<file path="config.mk">
export PLATFORM = sky130hd
export DESIGN_NAME = masku
export DESIGN_NICKNAME = d
export VERILOG_FILES = /design/src/design/masku_pkg.sv /design/src/design/masku_insn_ctrl.sv /design/src/design/masku_bit_merge.sv /design/src/design/masku_result_queue.sv /design/src/design/masku.sv
export SDC_FILE = /design/constraint.sdc
export NUM_CORES = 1
export LEC_CHECK = 0
export BUFFER_PORTS_ARGS = -buffer_cell sky130_fd_sc_hd__buf_2
export CAP_MARGIN = 25
export CORE_AREA = 2 2 226 228
export DETAILED_ROUTE_END_ITERATION = 16
export DIE_AREA = 0 0 228 230
export GPL_TIMING_DRIVEN = 0
export SLEW_MARGIN = 30
export SYNTH_ARGS = -nofsm -noshare
export SYNTH_HDL_FRONTEND = slang
export SYNTH_SLANG_ARGS = --single-unit
</file>
<file path="constraint.sdc">
create_clock -name clk_i -period 12.6 [get_ports clk_i]
set_clock_uncertainty 0.15 [all_clocks]
set_input_delay 2.52 -clock clk_i [delete_from_list [all_inputs] [get_ports clk_i]]
set_output_delay 2.52 -clock clk_i [all_outputs]
set_load 0.005 [all_outputs]
</file>
<file path="src/design/masku_pkg.sv">
package masku_pkg;

  ////////////////////////////////////////
  // Datapath sizes
  ////////////////////////////////////////

  // Lanes and the width of one lane word
  localparam int unsigned NrLanes  = 2;
  localparam int unsigned ElenBits = 64;

  // One register word spans every lane, bits in flat lane order
  localparam int unsigned WordBits  = NrLanes * ElenBits;
  localparam int unsigned WordShift = $clog2(WordBits);

  // Instruction ids known to the sequencer
  localparam int unsigned NrVInsn = 8;

  // Entries per lane in the result queue
  localparam int unsigned ResultQueueDepth = 2;

  ////////////////////////////////////////
  // Register file addressing
  ////////////////////////////////////////

  // Words per vector register, so address = vd * 8 + word index
  localparam int unsigned VrfWordsPerReg = 8;
  localparam int unsigned VrfWordIdxBits = $clog2(VrfWordsPerReg);
  localparam int unsigned VregBits       = 5;
  localparam int unsigned VaddrBits      = VregBits + VrfWordIdxBits;
  localparam int unsigned VlenBits       = 16;

  typedef logic [ElenBits-1:0]        elen_t;
  typedef logic [VlenBits-1:0]        vlen_t;
  typedef logic [$clog2(NrVInsn)-1:0] vid_t;
  typedef logic [VregBits-1:0]        vreg_t;
  typedef logic [VaddrBits-1:0]       vaddr_t;

  // One lane's entry in the result queue
  typedef struct packed {
    vid_t   id;
    vaddr_t addr;
    elen_t  wdata;
  } result_payload_t;

endpackage

</file>
<file path="src/design/masku_insn_ctrl.sv">
module masku_insn_ctrl (
  input  logic                            clk_i,
  input  logic                            rst_ni,
  // Sequencer request
  input  logic                            pe_req_valid_i,
  output logic                            pe_req_ready_o,
  input  masku_pkg::vid_t                 pe_req_id_i,
  input  masku_pkg::vlen_t                pe_req_vl_i,
  input  logic                            pe_req_vm_i,
  input  masku_pkg::vreg_t                pe_req_vd_i,
  // Progress from the execute and commit stages
  input  logic                            word_issued_i,
  input  logic                            word_popped_i,
  // Held instruction
  output logic                            insn_valid_o,
  output logic                            insn_vm_o,
  output masku_pkg::vreg_t                insn_vd_o,
  output masku_pkg::vlen_t                insn_vl_o,
  output masku_pkg::vid_t                 insn_id_o,
  output masku_pkg::vlen_t                issue_remaining_o,
  // Done response, one bit per id
  output logic [masku_pkg::NrVInsn-1:0]   vinsn_done_o
);

  // Instruction queue of depth one
  logic             insn_valid_q;
  logic             vm_q;
  masku_pkg::vreg_t vd_q;
  masku_pkg::vlen_t vl_q;
  masku_pkg::vid_t  id_q;

  // Bits still to issue and still to commit
  masku_pkg::vlen_t issue_cnt_q;
  masku_pkg::vlen_t commit_cnt_q;

  logic [masku_pkg::NrVInsn-1:0] done_q;

  logic accept;
  logic last_pop;

  // Only one instruction in flight
  assign pe_req_ready_o = !insn_valid_q;
  assign accept         = pe_req_valid_i && pe_req_ready_o;

  // Commit counter runs out with this pop
  assign last_pop = insn_valid_q && word_popped_i &&
                    (commit_cnt_q <= masku_pkg::vlen_t'(masku_pkg::WordBits));

  always_ff @(posedge clk_i or negedge rst_ni) begin
    if (!rst_ni) begin
      insn_valid_q <= 1'b0;
      vm_q         <= 1'b0;
      vd_q         <= '0;
      vl_q         <= '0;
      id_q         <= '0;
      issue_cnt_q  <= '0;
      commit_cnt_q <= '0;
      done_q       <= '0;
    end else begin
      // Done is a single-cycle pulse
      done_q <= '0;
      if (accept) begin
        insn_valid_q <= 1'b1;
        vm_q         <= pe_req_vm_i;
        vd_q         <= pe_req_vd_i;
        vl_q         <= pe_req_vl_i;
        id_q         <= pe_req_id_i;
        issue_cnt_q  <= pe_req_vl_i;
        commit_cnt_q <= pe_req_vl_i;
      end
      // Saturating decrement per issued word
      if (word_issued_i) begin
        if (issue_cnt_q > masku_pkg::vlen_t'(masku_pkg::WordBits)) begin
          issue_cnt_q <= issue_cnt_q - masku_pkg::vlen_t'(masku_pkg::WordBits);
        end else begin
          issue_cnt_q <= '0;
        end
      end
      // Saturating decrement per popped word
      if (word_popped_i) begin
        if (commit_cnt_q > masku_pkg::vlen_t'(masku_pkg::WordBits)) begin
          commit_cnt_q <= commit_cnt_q - masku_pkg::vlen_t'(masku_pkg::WordBits);
        end else begin
          commit_cnt_q <= '0;
        end
      end
      // Last word written, free the slot
      if (last_pop) begin
        insn_valid_q <= 1'b0;
        done_q[id_q] <= 1'b1;
      end
    end
  end

  assign insn_valid_o      = insn_valid_q;
  assign insn_vm_o         = vm_q;
  assign insn_vd_o         = vd_q;
  assign insn_vl_o         = vl_q;
  assign insn_id_o         = id_q;
  assign issue_remaining_o = issue_cnt_q;
  assign vinsn_done_o      = done_q;

  // Execute stage never issues past the vector length
  assert property (@(posedge clk_i) disable iff (!rst_ni)
    word_issued_i |-> (issue_cnt_q != '0));

  // A new request only enters once the previous one has fully drained
  assert property (@(posedge clk_i) disable iff (!rst_ni)
    accept |-> ((issue_cnt_q == '0) && (commit_cnt_q == '0)));

endmodule

</file>
<file path="src/design/masku_bit_merge.sv">
module masku_bit_merge (
  // Held instruction
  input  logic                                                 insn_valid_i,
  input  logic                                                 insn_vm_i,
  input  masku_pkg::vreg_t                                     insn_vd_i,
  input  masku_pkg::vlen_t                                     insn_vl_i,
  input  masku_pkg::vid_t                                      insn_id_i,
  input  masku_pkg::vlen_t                                     issue_remaining_i,
  input  logic                                                 queue_full_i,
  // Operands from the lanes
  input  masku_pkg::elen_t [masku_pkg::NrLanes-1:0]            operand_a_i,
  input  logic [masku_pkg::NrLanes-1:0]                        operand_a_valid_i,
  output logic [masku_pkg::NrLanes-1:0]                        operand_a_ready_o,
  input  masku_pkg::elen_t [masku_pkg::NrLanes-1:0]            operand_b_i,
  input  logic [masku_pkg::NrLanes-1:0]                        operand_b_valid_i,
  output logic [masku_pkg::NrLanes-1:0]                        operand_b_ready_o,
  input  masku_pkg::elen_t [masku_pkg::NrLanes-1:0]            operand_m_i,
  input  logic [masku_pkg::NrLanes-1:0]                        operand_m_valid_i,
  output logic [masku_pkg::NrLanes-1:0]                        operand_m_ready_o,
  // Toward the instruction and commit stages
  output logic                                                 word_issued_o,
  output logic                                                 push_o,
  output masku_pkg::result_payload_t [masku_pkg::NrLanes-1:0]  payload_o
);

  // Flat views, lane 0 in the low bits
  logic [masku_pkg::WordBits-1:0] a_flat;
  logic [masku_pkg::WordBits-1:0] b_flat;
  logic [masku_pkg::WordBits-1:0] m_flat;
  logic [masku_pkg::WordBits-1:0] bit_enable;
  logic [masku_pkg::WordBits-1:0] merged;

  masku_pkg::vlen_t   consumed;
  masku_pkg::vlen_t   word_idx;
  masku_pkg::vaddr_t  word_addr;
  logic               operands_valid;
  logic               consume;

  assign a_flat = operand_a_i;
  assign b_flat = operand_b_i;
  assign m_flat = operand_m_i;

  ////////////////////////////////////////
  // Consume rule
  ////////////////////////////////////////

  // Mask word only needed for masked instructions
  assign operands_valid = (&operand_a_valid_i) && (&operand_b_valid_i) &&
                          (insn_vm_i || (&operand_m_valid_i));
  assign consume = insn_valid_i && (issue_remaining_i != '0) &&
                   !queue_full_i && operands_valid;

  // All lanes acknowledged in the same cycle
  assign operand_a_ready_o = {masku_pkg::NrLanes{consume}};
  assign operand_b_ready_o = {masku_pkg::NrLanes{consume}};
  assign operand_m_ready_o = {masku_pkg::NrLanes{consume && !insn_vm_i}};

  assign word_issued_o = consume;
  assign push_o        = consume;

  ////////////////////////////////////////
  // Bit merge
  ////////////////////////////////////////

  always_comb begin
    // Tail bits beyond the remaining length keep the old value
    for (int b = 0; b < masku_pkg::WordBits; b++) begin
      bit_enable[b] = masku_pkg::vlen_t'(b) < issue_remaining_i;
    end
    // Predication by the mask register
    if (!insn_vm_i) begin
      bit_enable = bit_enable & m_flat;
    end
  end

  assign merged = (a_flat & bit_enable) | (b_flat & ~bit_enable);

  // Word index inside the destination register
  assign consumed  = insn_vl_i - issue_remaining_i;
  assign word_idx  = consumed >> masku_pkg::WordShift;
  assign word_addr = {insn_vd_i, word_idx[masku_pkg::VrfWordIdxBits-1:0]};

  always_comb begin
    for (int l = 0; l < masku_pkg::NrLanes; l++) begin
      payload_o[l].id    = insn_id_i;
      payload_o[l].addr  = word_addr;
      payload_o[l].wdata = merged[l*masku_pkg::ElenBits +: masku_pkg::ElenBits];
    end
  end

  // A pushed word stays inside its destination register
  always_comb begin
    if (push_o) begin
      assert (word_idx < masku_pkg::VrfWordsPerReg)
        else $error("masku_bit_merge: word index out of range");
    end
  end

endmodule

</file>
<file path="src/design/masku_result_queue.sv">
module masku_result_queue (
  input  logic                                                 clk_i,
  input  logic                                                 rst_ni,
  // Push side from the execute stage
  input  logic                                                 push_i,
  input  masku_pkg::result_payload_t [masku_pkg::NrLanes-1:0]  payload_i,
  output logic                                                 queue_full_o,
  output logic                                                 word_popped_o,
  // Write requests toward the lanes
  output logic [masku_pkg::NrLanes-1:0]                        result_req_o,
  output masku_pkg::vid_t [masku_pkg::NrLanes-1:0]             result_id_o,
  output masku_pkg::vaddr_t [masku_pkg::NrLanes-1:0]           result_addr_o,
  output masku_pkg::elen_t [masku_pkg::NrLanes-1:0]            result_wdata_o,
  input  logic [masku_pkg::NrLanes-1:0]                        result_gnt_i
);

  localparam int unsigned PtrBits = $clog2(masku_pkg::ResultQueueDepth);

  typedef logic [PtrBits-1:0] ptr_t;
  typedef logic [PtrBits:0]   cnt_t;

  // Storage, one slot per lane in every entry
  masku_pkg::result_payload_t [masku_pkg::NrLanes-1:0] queue_q [masku_pkg::ResultQueueDepth];
  logic [masku_pkg::NrLanes-1:0] valid_q [masku_pkg::ResultQueueDepth];

  ptr_t wr_ptr_q;
  ptr_t rd_ptr_q;
  cnt_t cnt_q;

  logic [masku_pkg::NrLanes-1:0] head_pending;
  logic                          pop;

  assign queue_full_o = (cnt_q == cnt_t'(masku_pkg::ResultQueueDepth));

  // Head lanes still waiting after this cycle's grants
  assign head_pending  = valid_q[rd_ptr_q] & ~result_gnt_i;
  assign pop           = (cnt_q != '0) && (head_pending == '0);
  assign word_popped_o = pop;

  // Head entry drives every lane
  always_comb begin
    for (int l = 0; l < masku_pkg::NrLanes; l++) begin
      result_req_o[l]   = valid_q[rd_ptr_q][l];
      result_id_o[l]    = queue_q[rd_ptr_q][l].id;
      result_addr_o[l]  = queue_q[rd_ptr_q][l].addr;
      result_wdata_o[l] = queue_q[rd_ptr_q][l].wdata;
    end
  end

  ////////////////////////////////////////
  // Pointers and valid bits
  ////////////////////////////////////////

  always_ff @(posedge clk_i or negedge rst_ni) begin
    if (!rst_ni) begin
      for (int e = 0; e < masku_pkg::ResultQueueDepth; e++) begin
        valid_q[e] <= '0;
      end
      wr_ptr_q <= '0;
      rd_ptr_q <= '0;
      cnt_q    <= '0;
    end else begin
      // A granted lane drops its request
      valid_q[rd_ptr_q] <= head_pending;
      // New word requests on every lane
      if (push_i) begin
        valid_q[wr_ptr_q] <= '1;
        wr_ptr_q          <= wr_ptr_q + ptr_t'(1);
      end
      if (pop) begin
        rd_ptr_q <= rd_ptr_q + ptr_t'(1);
      end
      cnt_q <= cnt_q + cnt_t'(push_i) - cnt_t'(pop);
    end
  end

  // Payload storage
  always_ff @(posedge clk_i) begin
    if (push_i) begin
      queue_q[wr_ptr_q] <= payload_i;
    end
  end

  // Execute stage respects back-pressure
  assert property (@(posedge clk_i) disable iff (!rst_ni)
    push_i |-> !queue_full_o);

  // Lanes only grant an outstanding request
  assert property (@(posedge clk_i) disable iff (!rst_ni)
    (result_gnt_i & ~result_req_o) == '0);

endmodule

</file>
<file path="src/design/masku.sv">
module masku (
  input  logic                                         clk_i,
  input  logic                                         rst_ni,
  // Sequencer
  input  logic                                         pe_req_valid_i,
  output logic                                         pe_req_ready_o,
  input  masku_pkg::vid_t                              pe_req_id_i,
  input  masku_pkg::vlen_t                             pe_req_vl_i,
  input  logic                                         pe_req_vm_i,
  input  masku_pkg::vreg_t                             pe_req_vd_i,
  output logic [masku_pkg::NrVInsn-1:0]                vinsn_done_o,
  // Operands from the lanes
  input  masku_pkg::elen_t [masku_pkg::NrLanes-1:0]    operand_a_i,
  input  logic [masku_pkg::NrLanes-1:0]                operand_a_valid_i,
  output logic [masku_pkg::NrLanes-1:0]                operand_a_ready_o,
  input  masku_pkg::elen_t [masku_pkg::NrLanes-1:0]    operand_b_i,
  input  logic [masku_pkg::NrLanes-1:0]                operand_b_valid_i,
  output logic [masku_pkg::NrLanes-1:0]                operand_b_ready_o,
  input  masku_pkg::elen_t [masku_pkg::NrLanes-1:0]    operand_m_i,
  input  logic [masku_pkg::NrLanes-1:0]                operand_m_valid_i,
  output logic [masku_pkg::NrLanes-1:0]                operand_m_ready_o,
  // Results toward the lanes
  output logic [masku_pkg::NrLanes-1:0]                result_req_o,
  output masku_pkg::vid_t [masku_pkg::NrLanes-1:0]     result_id_o,
  output masku_pkg::vaddr_t [masku_pkg::NrLanes-1:0]   result_addr_o,
  output masku_pkg::elen_t [masku_pkg::NrLanes-1:0]    result_wdata_o,
  input  logic [masku_pkg::NrLanes-1:0]                result_gnt_i
);

  // Held instruction
  logic             insn_valid;
  logic             insn_vm;
  masku_pkg::vreg_t insn_vd;
  masku_pkg::vlen_t insn_vl;
  masku_pkg::vid_t  insn_id;
  masku_pkg::vlen_t issue_remaining;

  // Stage handshakes
  logic word_issued;
  logic word_popped;
  logic push;
  logic queue_full;
  masku_pkg::result_payload_t [masku_pkg::NrLanes-1:0] payload;

  // Instruction queue and counters
  masku_insn_ctrl insn_ctrl_inst (
    .clk_i, .rst_ni,
    .pe_req_valid_i, .pe_req_ready_o,
    .pe_req_id_i, .pe_req_vl_i, .pe_req_vm_i, .pe_req_vd_i,
    .word_issued_i     (word_issued),
    .word_popped_i     (word_popped),
    .insn_valid_o      (insn_valid),
    .insn_vm_o         (insn_vm),
    .insn_vd_o         (insn_vd),
    .insn_vl_o         (insn_vl),
    .insn_id_o         (insn_id),
    .issue_remaining_o (issue_remaining),
    .vinsn_done_o
  );

  // Operand merge, combinational
  masku_bit_merge bit_merge_inst (
    .insn_valid_i      (insn_valid),
    .insn_vm_i         (insn_vm),
    .insn_vd_i         (insn_vd),
    .insn_vl_i         (insn_vl),
    .insn_id_i         (insn_id),
    .issue_remaining_i (issue_remaining),
    .queue_full_i      (queue_full),
    .operand_a_i, .operand_a_valid_i, .operand_a_ready_o,
    .operand_b_i, .operand_b_valid_i, .operand_b_ready_o,
    .operand_m_i, .operand_m_valid_i, .operand_m_ready_o,
    .word_issued_o     (word_issued),
    .push_o            (push),
    .payload_o         (payload)
  );

  // Per-lane result queue
  masku_result_queue result_queue_inst (
    .clk_i, .rst_ni,
    .push_i        (push),
    .payload_i     (payload),
    .queue_full_o  (queue_full),
    .word_popped_o (word_popped),
    .result_req_o, .result_id_o, .result_addr_o, .result_wdata_o,
    .result_gnt_i
  );

endmodule

</file>
=== Yosys cells after proc, flatten, opt, wreduce, memory -nomap -nowiden ===
Memories as Yosys holds them, arrays and structs flattened.
Cells that the tools add are included.

* Memories: 1
* Word-level logic and storage cells: 217
* Register bits after elaboration: 68
* Memory bits (writable): 300
* Input port bits: 420
* Output and inout port bits: 167

{| class="wikitable"
|+ Memory list
! name !! words !! bits a word !! read ports !! clocked after Yosys merged registers in !! wr ports !! RTL line !! source
|-
| result_queue_inst.queue_q || 2 || 150 || 1 || 0 || 1 || masku_result_queue.sv:23 || <nowiki>masku_pkg::result_payload_t [masku_pkg::NrLanes-1:0] queue_q [masku_pkg::ResultQueueDepth];</nowiki>
|}

* $lt $le $gt $ge: 137
* Reduce and logical (&&, ||, !) cells: 26
* Equality and inequality tests: 1
* Muxes and demuxes: 22
* Add/subtract/negate cells: 7
* Bitwise logic cells: 10

{| class="wikitable"
|+ Operators with widths
! kind !! number
|-
| $lt 7x16->1 const A || 64
|-
| $lt 6x16->1 const A || 32
|-
| $and 128x128->128 || 3
|-
| $lt 5x16->1 const A || 16
|-
| $lt 4x16->1 const A || 8
|-
| $mux 128 || 1
|-
| $not 128->128 || 1
|-
| $or 128x128->128 || 1
|-
| $mux 16 || 5
|-
| $lt 3x16->1 const A || 4
|-
| $gt 16x8->1 const B || 2
|-
| $lt 1x16->1 const A || 2
|-
| $lt 2x16->1 const A || 2
|-
| $sub 16x8->16 const B || 2
|-
| $le 16x8->1 const B || 1
|-
| $reduce_bool 16->1 || 1
|-
| $logic_and 1x1->1 || 13
|-
| $mux 2 || 5
|-
| $sub 10x10->10 || 1
|-
| $mux 8 || 1
|-
| $reduce_bool 2->1 || 4
|-
| $reduce_and 2->1 || 3
|-
| $mux 1 || 5
|-
| $bwmux 4 || 1
|-
| other kinds (18) || 25
|}

=== Depth between registers and ports, before layout ===
* Depth after elaboration: 10
* Mapped depth: 9
* Depth with buffers taken out: 7

=== By module ===
A second synthesis with hierarchy kept.

* Cell total of the unflattened synthesis: 1343
* Area, all modules: 18795.5 µm²

{| class="wikitable"
|+ By module, submodules not included
! module !! cells an instance !! seq. area each (µm²) !! area an instance (µm²) !! instances
|-
| masku_result_queue || 505 || 9208.8 || 11931.4 || 1
|-
| masku_bit_merge || 555 || 0.0 || 4002.6 || 1
|-
| masku_insn_ctrl || 283 || 1651.6 || 2861.5 || 1
|}

=== Worst setup path before layout ===
No wires, ideal clock.

* Path type: input port to flip-flop
* Start: input operand_a_valid_i[1] (netlist name)
* End: memory result_queue_inst.queue_q[0][0] (netlist name) (enable)
* Cell stages on the path: 4
* Data required time: 11.810 ns
* Path buffers: 0
* Arrival time: 9.001 ns
* Path slack: 2.809 ns
* Library setup time: 0.640 ns
* Cells stage by stage: nand2_1 -> a2111oi_2 -> o21ai_2 -> nor2_1

* Word-level cells in the longest chain between the ends: 6

{| class="wikitable"
|+ RTL lines
! element !! RTL line !! source
|-
| start, declared || masku.sv:14 || <nowiki>input logic [masku_pkg::NrLanes-1:0] operand_a_valid_i,</nowiki>
|-
| $reduce_and 2->1 || masku_bit_merge.sv:48 || <nowiki>assign operands_valid = (&operand_a_valid_i) && (&operand_b_valid_i) &&</nowiki>
|-
| $logic_and 1x1->1 (2 in a row) || masku_bit_merge.sv:48 ||
|-
| $logic_and 1x1->1 || masku_bit_merge.sv:51 || <nowiki>!queue_full_i && operands_valid;</nowiki>
|-
| $mux 1 || masku_result_queue.sv:79 || <nowiki>if (push_i) begin</nowiki>
|-
| $mux 1 (implied by the code) || masku_result_queue.sv:80 || <nowiki>queue_q[wr_ptr_q] <= payload_i;</nowiki>
|-
| end, declared || masku_result_queue.sv:23 ||
|}

Every way passes these cells.

=== Final worst setup path ===
* Start: input operand_a_valid_i[1] (netlist name)
* End: output operand_a_ready_o[1] (netlist name)

* Word-level cells in the longest chain between the ends: 4

{| class="wikitable"
|+ RTL lines
! element !! RTL line !! source
|-
| $reduce_and 2->1 || masku_bit_merge.sv:48 ||
|-
| $logic_and 1x1->1 (2 in a row) || masku_bit_merge.sv:48 ||
|-
| $logic_and 1x1->1 || masku_bit_merge.sv:51 ||
|-
| end, declared || masku.sv:15 || <nowiki>output logic [masku_pkg::NrLanes-1:0] operand_a_ready_o,</nowiki>
|}

Every way passes these cells.

==> results.py <==
metrics = {
    "status": {
        "status": "complete, no violations",
    },
    "critical_path": {
        "cp.arrival_ns": 4.18,
        "cp_max_fo": 13,
        "crit_type": "primary input to output pin",
        "r2r-start": "insn_ctrl_inst.issue_remaining_o[10]",
        "cp-end-kind": "output pin",
        "crit_required_ns": 9.93,
        "start_kind": "primary input",
        "crit_start": "operand_a_valid_i[1]",
    },
    "floorplanning": {
        "core_mm2": 0.0499,
        "die_w_um": 228,
        "die_area_mm2": 0.0524,
        "io_pins": 587,
        "start_util_pct": 33.2,
        "rows": 82,
        "die_h_um": 230,
    },
    "synth": {
        "netlist.area_leader.share_pct": 50.4,
        "synth_cell_types": 59,
        "netlist_top_cells_area": "edfxtp_1, mux2_2, dfrtp_1, o221ai_1, nand2_1",
        "synthArstFlopShare_pct": 19.7,
        "ys_seq_area_share_pct": 60.7,
        "ys.flop_type": "edfxtp_1",
        "synth_area_mm2": 0.0166,
        "synth.largest_area_cell": "edfxtp_1",
        "synth_nets": 1653,
        "synth_seq_cells": 346,
        "synthCells": 1221,
        "synth_edf_count": 278,
        "avgSynthCellArea_um2": 13.6,
        "ys_warn_count": 0,
    },
    "global_routing": {
        "grt_pass1_vias": 13800,
        "overflow": 0,
        "grt_max_degree": 44,
        "grt_pass1_wl_um": 97900,
        "grt_usage_pct": 26.2,
        "antenna_found_initial": 9,
    },
    "power_and_ir_drop": {
        "power.leakage_nw": 8.93,
        "finalPower_mw": 4.53,
        "powerDensity_mw_per_mm2": 207,
        "ir_drop_mv": 0.0936,
    },
    "cts": {
        "cts_tree": "yes",
        "cts_num_sinks": 346,
        "cts.clk_slew.worst_paths_ns": 0.05,
        "clk_path_buf_depth": 3,
        "postCtsHoldBufs": 0,
        "htreeDepth": 2,
        "root_buffer": "clkbuf_16",
        "insertion_delay_ns": 0.55,
        "post-cts-setup-buffer-count": 0,
        "cts_buffers": 40,
        "postCtsResizedCells": 0,
    },
    "detailed_routing": {
        "routedWlPerCell_um": 27.6,
        "vias": 13400,
        "drt_iter0_markers": 1000,
        "drtAntennaViolNets": 0,
        "dr.max_layer_used": "met5",
        "drt_drc_violations_left": 0,
        "wl_met3_um": 4400,
        "drtPass1Iterations": 5,
        "routed_wl_um": 70600,
        "via_per_inst": 5.24,
        "wl_met1_um": 29200,
        "wl_met2_um": 35000,
    },
    "sta": {
        "finalCritPeriodShare_pct": 54.4,
        "worstMarginPinSlew_ns": 1.03,
        "rsz0062_at_grt": "no",
        "fmax_mhz": 146,
        "relSlewSlack_pct": 31.6,
        "final_max_slew_viol_count": 0,
        "final_hold_viol_count": 0,
        "setup_viol": 0,
        "whs_ns": 0.330,
        "min_period_ns": 6.85,
    },
    "placement": {
        "port_buffers": 586,
        "hpwl_um": 55100,
        "gp_congestion": 0.998,
    },
    "layout": {
        "synthToLayoutAreaGrowth_pct": 32.3,
        "nNetsFinal": 2294,
        "layout_commonest_cell": "buf_2",
        "drive_gt1_share_pct": 51.2,
        "final_cell_mix": "buf_2, edfxtp_1, mux2_2, nand2_1, nor2_1",
    },
    "worst_hold_path": {
        "hp-class": "register to register",
        "hp-start": "insn_ctrl_inst.insn_vd_o[3]",
    },
    "flow_run": {
        "cap_violations": 0,
    },
}
==> through the flow <==
stage / util [%] / instances / setup WS, ns / setup TNS, ns / instance area, um2
final: 44.0 / 2560 / 5.75 / 0 / 21900
after CTS: 43.9 / 2558 / 5.74 / 0 / 21900
after detailed placement: 41.5 / 2492 / 5.75 / 0 / 20700
after global routing: 43.9 / 2558 / 5.60 / 0 / 21900
after global placement: 40.8 / 2479 / -1.73 / -238.53 / 20300
after floorplan: - / 1221 / 2.81 / 0 / 16600
==> state kept, by name (all words and copies together) (netlist names), 2 cells and up <==
signal	flops
result_queue_inst.queue_q	278
insn_ctrl_inst.issue_remaining_o	16
result_queue_inst.cnt_q	2
insn_ctrl_inst.commit_cnt_q	16
insn_ctrl_inst.insn_vd_o	5
insn_ctrl_inst.insn_vl_o	10
insn_ctrl_inst.vinsn_done_o	8
insn_ctrl_inst.insn_id_o	3
result_queue_inst.valid_q	4
==> layer usage <==
| metal | up-vias | GRT usage [%] |
|---|---|---|
| met3 | 112 | 5.31 |
| li1 | 5958 | - |
| met2 | 572 | 45.2 |
| met1 | 6752 | 33.4 |
| met4 | 12 | 7.46 |
| met5 | - | 0 |
==> worst max-delay path: stages <==
cell and delay (ns):
buf_2 0.08, nand2_1 0.07, a2111oi_2 0.58, o21ai_2 0.27, inv_2 0.12, buf_2 0.28, buf_4 0.16, buf_2 0.10
==> final cells by class <==
| class | count | area, um2 |
|---|---|---|
| clock buffer | 53 | 1090 |
| fill | 4836 | 27900 |
| antenna | 2 | 5.00 |
| inverter | 19 | 71.3 |
| sequential | 346 | 10000 |
| tap | 672 | 841 |
| multi-input combinational | 766 | 6040 |
| timing repair buffer | 599 | 3240 |
| buffer | 90 | 439 |
| clock inverter | 13 | 140 |
==> cell families (layout without fill, tap and decap cells) <==
| kind of cell | count (synthesis) | in the layout | share of synthesized area (%) |
|---|---|---|---|
| flip-flops | 346 | 346 | 60.7 |
| XOR/XNOR | 8 | 8 | 0.423 |
| multiplexers | 269 | 269 | 18.3 |
| AO/OA/AOI/OAI | 231 | 231 | 9.87 |
| other | 0 | 2 | 0 |
| buffers and inverters | 109 | 774 | 3.00 |
| AND/OR/NAND/NOR | 246 | 246 | 6.81 |
| adder cells (fa/ha/maj) | 12 | 12 | 0.907 |
==> path summary, 6_finish.rpt <==
path                       slack (ns)                                end  cells after the start
min                              0.33  result_queue_inst.queue_q[1][145]                      0
max in group asynchronous        9.96     insn_ctrl_inst.commit_cnt_q[3]                      2
min in group asynchronous        1.79     insn_ctrl_inst.vinsn_done_o[1]                      1
min reg2reg                      0.33  result_queue_inst.queue_q[1][145]                      0
max reg2reg                      8.82  result_queue_inst.queue_q[1][105]                      7
max                              5.75               operand_a_ready_o[1]                      8
==> synthesized netlist by cell type (all sizes together) (2+ instances only) <==
master and number:
o221ai 42, or2 4, clkbuf 49, and2 4, a22o 14, a221o 12
clkinv 2, or3 5, mux2 269, xnor2 6, and3 5, a2111oi 2
buf 41, or4 2, o22ai 59, inv 17, xor2 2, a21o 6
o21a 2, nor3b 6, o21ai 59, a21oi 26, nor2 78, nor4 9
nor2b 3, nand2b 7, nand3 7, nor3 15, nand2 94, nand4 6
dfrtp 68, edfxtp 278, ha 12
==> power breakdown <==
part | total [mW] | switching (mW) | internal (mW)
clock | 1.12 | 0.456 | 0.666
sequential | 1.50 | 0.0871 | 1.42
combinational | 1.90 | 1.16 | 0.740
total | 4.53 | 1.71 | 2.82
No activity file was read; power rests on OpenSTA's default activity.
